[config.mk]
export PLATFORM = sky130hd
export DESIGN_NAME = apbRegs_flat
export DESIGN_NICKNAME = d
export VERILOG_FILES = /design/src/source/aluPkg.sv /design/src/source/aluExecIf.sv /design/src/source/apbRegs.sv /design/src/flat_wrapper.sv
export SDC_FILE = /design/constraint.sdc
export NUM_CORES = 1
export LEC_CHECK = 0
export ABC_AREA = 1
export BUFFER_PORTS_ARGS = -buffer_cell sky130_fd_sc_hd__buf_4
export CELL_PAD_IN_SITES_DETAIL_PLACEMENT = 2
export CELL_PAD_IN_SITES_GLOBAL_PLACEMENT = 2
export CORE_UTILIZATION = 22
export DETAILED_ROUTE_END_ITERATION = 10
export GPL_TIMING_DRIVEN = 0
export PLACE_DENSITY_LB_ADDON = 0.1
export SLEW_MARGIN = 20
export SYNTH_ARGS = -nofsm -noshare
export SYNTH_HDL_FRONTEND = slang
export SYNTH_SLANG_ARGS = --single-unit
[constraint.sdc]
create_clock -name clk -period 3.4 [get_ports clk]
set_input_delay 0.34 -clock clk [delete_from_list [all_inputs] [get_ports clk]]
set_output_delay 0.34 -clock clk [all_outputs]
set_load 0.005 [all_outputs]
[src/source/aluPkg.sv]
`default_nettype none

package aluPkg;

  localparam int dataWidth  = 32;
  localparam int shamtWidth = 5;

  // control word packing, same as the old ALUControl bus
  localparam int ctrlOpLsb    = 0;
  localparam int ctrlOpMsb    = 5;
  localparam int ctrlShamtLsb = 6;
  localparam int ctrlShamtMsb = 10;

  // status word bits
  localparam int statusCond    = 0;
  localparam int statusIllegal = 1;
  localparam int statusBusy    = 2;

  localparam int intLatency = 1; // single pass through int/shift units
  localparam int mulLatency = 2; // product stage, then accumulate stage

  // kept opcodes only, gaps are the dropped ones
  typedef enum logic [5:0] {
    opAdd   = 6'd0,
    opAddu  = 6'd1,
    opAnd   = 6'd2,
    opSub   = 6'd3,
    opMult  = 6'd4,
    opMultu = 6'd5,
    opMthi  = 6'd6,
    opMtlo  = 6'd7,
    opMfhi  = 6'd8,
    opMflo  = 6'd9,
    opOr    = 6'd11,
    opNor   = 6'd12,
    opXor   = 6'd13,
    opSll   = 6'd14,
    opSlt   = 6'd15,
    opSltu  = 6'd16,
    opSra   = 6'd17,
    opSrav  = 6'd18,
    opSrl   = 6'd19,
    opSrlv  = 6'd20,
    opSllv  = 6'd21,
    opRotrv = 6'd24,
    opRotr  = 6'd25,
    opBeq   = 6'd29,
    opMadd  = 6'd31,
    opMsub  = 6'd32,
    opLui   = 6'd39,
    opBgez  = 6'd40,
    opBltz  = 6'd41,
    opBne   = 6'd42,
    opBgtz  = 6'd43,
    opBlez  = 6'd44,
    opSeh   = 6'd49,
    opSeb   = 6'd50
  } aluOp;

  // APB byte addresses, word aligned
  typedef enum logic [4:0] {
    regOpA    = 5'h00,
    regOpB    = 5'h04,
    regCtrl   = 5'h08,
    regResult = 5'h0C,
    regHi     = 5'h10,
    regLo     = 5'h14,
    regStatus = 5'h18
  } regAddr;

endpackage

`default_nettype wire

[src/source/aluExecIf.sv]
`timescale 1ns/1ps
`default_nettype none

interface aluExecIf import aluPkg::*; ();

  // launch side
  logic [dataWidth-1:0]  opA;
  logic [dataWidth-1:0]  opB;
  aluOp                  op;    // valid with start only
  logic [shamtWidth-1:0] shamt; // valid with start only
  logic                  start;

  // result side
  logic                  busy;
  logic [dataWidth-1:0]  result;
  logic [dataWidth-1:0]  hi;
  logic [dataWidth-1:0]  lo;
  logic                  cond;
  logic                  illegal;

  modport regs (
    output opA, opB, op, shamt, start,
    input  busy, result, hi, lo, cond, illegal
  );

  modport core (
    input  opA, opB, op, shamt, start,
    output busy, result, hi, lo, cond, illegal
  );

endinterface

`default_nettype wire

[src/source/apbRegs.sv]
`timescale 1ns/1ps
`default_nettype none

module apbRegs import aluPkg::*;
(
  input  logic                 clk,
  input  logic                 rstN,
  input  logic [4:0]           paddr,
  input  logic                 psel,
  input  logic                 penable,
  input  logic                 pwrite,
  input  logic [dataWidth-1:0] pwdata,
  output logic [dataWidth-1:0] prdata,
  output logic                 pready,
  output logic                 pslverr,
  aluExecIf.regs               exec
);

  regAddr                addr;
  logic                  access;
  logic                  mapped;
  logic                  readOnly;
  logic                  holdOnBusy;
  logic                  wrDone;
  logic [dataWidth-1:0]  rdData;
  logic [dataWidth-1:0]  statusWord;
  logic [dataWidth-1:0]  opAReg;
  logic [dataWidth-1:0]  opBReg;
  logic [ctrlShamtMsb:0] ctrlReg; // opcode + shamt only

  assign addr   = regAddr'(paddr);
  assign access = psel && penable;

  always_comb
  begin
    statusWord                = '0;
    statusWord[statusCond]    = exec.cond;
    statusWord[statusIllegal] = exec.illegal;
    statusWord[statusBusy]    = exec.busy;
  end

  //////////////////////////////////////////////////
  // address decode and readback
  //////////////////////////////////////////////////

  always_comb
  begin
    mapped     = 1'b1;
    readOnly   = 1'b0;
    holdOnBusy = 1'b0;
    rdData     = '0;
    case (addr)
      regOpA: rdData = opAReg;
      regOpB: rdData = opBReg;
      regCtrl:
      begin
        rdData     = {{(dataWidth - ctrlShamtMsb - 1){1'b0}}, ctrlReg};
        holdOnBusy = pwrite; // no new launch until the core is idle
      end
      regResult:
      begin
        rdData     = exec.result;
        readOnly   = 1'b1;
        holdOnBusy = !pwrite;
      end
      regHi:
      begin
        rdData     = exec.hi;
        readOnly   = 1'b1;
        holdOnBusy = !pwrite;
      end
      regLo:
      begin
        rdData     = exec.lo;
        readOnly   = 1'b1;
        holdOnBusy = !pwrite;
      end
      regStatus:
      begin
        rdData     = statusWord;
        readOnly   = 1'b1;
        holdOnBusy = !pwrite;
      end
      default: mapped = 1'b0;
    endcase
  end

  assign pready  = !(access && holdOnBusy && exec.busy);
  assign pslverr = access && (!mapped || (pwrite && readOnly));
  assign prdata  = rdData;

  // write that finishes this cycle without error
  assign wrDone = access && pwrite && pready && !pslverr;

  //////////////////////////////////////////////////
  // operand and control registers
  //////////////////////////////////////////////////

  always_ff @(posedge clk)
  begin
    if (!rstN)
    begin
      opAReg  <= '0;
      opBReg  <= '0;
      ctrlReg <= '0;
    end
    else if (wrDone)
    begin
      case (addr)
        regOpA:  opAReg  <= pwdata;
        regOpB:  opBReg  <= pwdata;
        regCtrl: ctrlReg <= pwdata[ctrlShamtMsb:0];
        default: ;
      endcase
    end
  end

  assign exec.opA   = opAReg;
  assign exec.opB   = opBReg;
  assign exec.op    = aluOp'(pwdata[ctrlOpMsb:ctrlOpLsb]); // core samples these with start
  assign exec.shamt = pwdata[ctrlShamtMsb:ctrlShamtLsb];
  assign exec.start = wrDone && (addr == regCtrl);

  // launch only into an idle core, and the core answers with busy
  startWhileIdle: assert property (@(posedge clk) disable iff (!rstN)
    exec.start |-> !exec.busy ##1 exec.busy);

endmodule

`default_nettype wire

[src/flat_wrapper.sv]
// flat-port wrapper written by rule: the top's interface ports become plain ports
module apbRegs_flat import aluPkg::*;
  (clk, rstN, paddr, psel, penable, pwrite, pwdata, prdata, pready, pslverr, exec_opA, exec_opB, exec_op, exec_shamt, exec_start, exec_busy, exec_result, exec_hi, exec_lo, exec_cond, exec_illegal);
  aluExecIf exec_i ();
  input  logic clk;
  input  logic rstN;
  input  logic [4:0] paddr;
  input  logic psel;
  input  logic penable;
  input  logic pwrite;
  input  logic [dataWidth-1:0] pwdata;
  output logic [dataWidth-1:0] prdata;
  output logic pready;
  output logic pslverr;
  output wire logic [$bits(exec_i.opA)-1:0] exec_opA;
  output wire logic [$bits(exec_i.opB)-1:0] exec_opB;
  output wire logic [$bits(exec_i.op)-1:0] exec_op;
  output wire logic [$bits(exec_i.shamt)-1:0] exec_shamt;
  output wire logic [$bits(exec_i.start)-1:0] exec_start;
  input wire logic [$bits(exec_i.busy)-1:0] exec_busy;
  input wire logic [$bits(exec_i.result)-1:0] exec_result;
  input wire logic [$bits(exec_i.hi)-1:0] exec_hi;
  input wire logic [$bits(exec_i.lo)-1:0] exec_lo;
  input wire logic [$bits(exec_i.cond)-1:0] exec_cond;
  input wire logic [$bits(exec_i.illegal)-1:0] exec_illegal;
  assign exec_opA = exec_i.opA;
  assign exec_opB = exec_i.opB;
  assign exec_op = exec_i.op;
  assign exec_shamt = exec_i.shamt;
  assign exec_start = exec_i.start;
  assign exec_i.busy = exec_busy;
  assign exec_i.result = exec_result;
  assign exec_i.hi = exec_hi;
  assign exec_i.lo = exec_lo;
  assign exec_i.cond = exec_cond;
  assign exec_i.illegal = exec_illegal;
  apbRegs u_core (.clk(clk), .rstN(rstN), .paddr(paddr), .psel(psel), .penable(penable), .pwrite(pwrite), .pwdata(pwdata), .prdata(prdata), .pready(pready), .pslverr(pslverr), .exec(exec_i));
endmodule
==> metrics <==
Total Routing Usage GR 0.223; Power, Total 2.05 mW; vias in the first global route 5943; largest net degree at the start of global routing 13; cts hold-fix bufs 0; status complete, no violations; post-route ant nets 0; Setup Skew 0 ns; leakage 3.68 nW; nets 1115; Slew headroom 0.280; dpl cells 1223; Pre-antenna DRT Iters 4; n_diodes 0; Min-Delay Path Depth 3; startpoint types input port; syn_nets 855; Cell Area, Synth 0.00425 sq mm; CTS buffer count 9; post-layout util 0.357; number of cells produced by synthesis 714; total negative slack 0 ns; crit-path cells buf_4 -> nor2_4 -> nand3_1 -> inv_1 -> clkbuf_1 -> a221oi_1 -> nand2_1 -> buf_4; post-route setup slack 0.823 ns; Hold EP u_core.exec.opA[29]; first-pass GRT wire length 33200 um; WL final 21900 um; HP Class input port to flip-flop; RSZ-0062 raised after global routing no; reg2reg end u_core.exec.opB[10]; total number of vias 5518; Multi-input gate area 0.00217 sq mm; max-slew violations 0; RR Startpoint u_core.exec.opB[10]; core area 0.0188 sq mm; most common cell after layout, fill and taps aside buf_4; CTS tree done; Hold Path Origin pwdata[29]; Worst-Skew Late Latency 0.34 ns; placer's final routability congestion estimate 0.774; Worst Path Arrival 2.24 ns; HPWL after DPL 16900 um; Syn-to-layout area delta 58.1%; Pwr Density 305 mW/mm^2; Resize count post-CTS 0; Reg2Reg Setup Slack 2.68 ns; Starting Density 0.226; worst slew pin tran 1.08 ns; register area share after synthesis 0.353; dpl ws 0.836 ns; final setup violation count 0; Overflow after GRT 0; Critical Path RT 3.06 ns; Crit path max-delay family buffers and inverters; Yosys cell types 22; slowest CP cell clkbuf_1; register area 0.00150 sq mm; number of fill cells in the layout 2347; CTS clk-pin slew, worst paths 0.07 ns; # DRC 0; Tcrit/Tclk final 0.758; cell mode on critical path buf_4; CTS Buffer Depth 2; Fin. Hold Viols 0; max cap viols 0; clock root buffer clkbuf_16; CP max stage delay 0.68 ns; minimum clock period 2.58 ns; fmax 388 MHz; Ys Warns 0; Die ar. 0.0199 sq mm; Max VDD drop 248 uV; initial antenna violation count 0; Routed WL per cell 17.7 um; num rows 50; crit path capture type primary output; final hold slack 0.226 ns; I/O Pins 251; critical path type input port to primary output; Design Area, Final 0.00672 sq mm; Post-DP Area 0.00644 sq mm; layout cells sized above 1 0.306; die height 141 um; Buf/Inv on CP 4; R2R depth 4; FF+latch count, synth 75; PortBufs 249; Finished Layout Cells 1239; commonest cells after routing, fill and taps aside buf_4, nand2_1, nor2_1; H-tree levels 3; Mean Syn Cell Area 5.95 sq um; Iter 0 DRT Violations 118; clk sinks 75; Vias/cell 4.45; Die Span X 141 um; worst-path maximum fanout 10; setup repair bufs after CTS 0
==> kinds of logic (layout without fill, tap and decap cells) <==
group	after synthesis	in the layout	share of synthesized area
compound gates	70	70	0.103
simple gates	431	431	0.408
flops	75	75	0.353
buf+inv	138	403	0.136
==> state kept, by name, summed over array words and instances (netlist names) <==
name	count
u_core.exec.opA	32
u_core.exec.opB	32
u_core.ctrlReg	11
==> synth_stat cells <==
library cell / number / area share
nand2_1: 229 / 0.20
nor2_1: 159 / 0.14
inv_1: 87 / 0.077
dfxtp_1: 75 / 0.35
a21oi_1: 31 / 0.037
nand3_1: 31 / 0.037
o22ai_1: 30 / 0.044
clkbuf_1: 20 / 0.018
buf_2: 15 / 0.018
buf_4: 11 / 0.019
nand4_1: 7 / 0.010
a221oi_1: 5 / 0.010
inv_2: 3 / 0.0027
buf_1: 2 / 0.0018
nand4_4: 2 / 0.010
a21oi_4: 1 / 0.0038
a31oi_2: 1 / 0.0029
nand3_2: 1 / 0.0024
nand4_2: 1 / 0.0029
nor2_4: 1 / 0.0027
o21ai_0: 1 / 0.0012
o21ai_4: 1 / 0.0038
==> per-layer routing <==
| metal | GRT usage | routed length, um |
|---|---|---|
| met3 | 0.0574 | 1280 |
| met1 | 0.273 | 9810 |
| met4 | 0.0395 | 184 |
| met2 | 0.394 | 10600 |
| met5 | 0 | 0 |
==> power by group <==
part	internal, mW	switching, mW	total (mW)
sequential	0.879	0.000419	0.880
combinational	0.147	0.110	0.257
clock	0.514	0.400	0.914
total	1.54	0.511	2.05
==> worst max-delay path by stage <==
stage / start / to / cells after the start
finish: paddr[1] / prdata[0] / 8
global route: paddr[1] / prdata[0] / 8
CTS: paddr[1] / prdata[25] / 8
detailed placement: paddr[1] / prdata[25] / 8
global placement: paddr[1] / prdata[25] / 8
floorplan: paddr[1] / exec_start / 6
==> cell type report <==
type | count | share of cell area
plain buffers | 48 | 0.0358
clock buffers | 12 | 0.0367
clock inverters | 4 | 0.00391
inverters | 90 | 0.0503
multi-input cells | 501 | 0.323
flip-flops and latches | 75 | 0.224
well taps | 260 | 0.0484
repair buffers | 249 | 0.278
==> worst register-to-register path, cell delays in order, from the launching register on <==
cell,delay [ns]
dfxtp_1,0.38
inv_1,0.06
nand2_1,0.06
nand2_1,0.05
nor2_1,0.11
No activity file was read; power rests on OpenSTA's default activity.
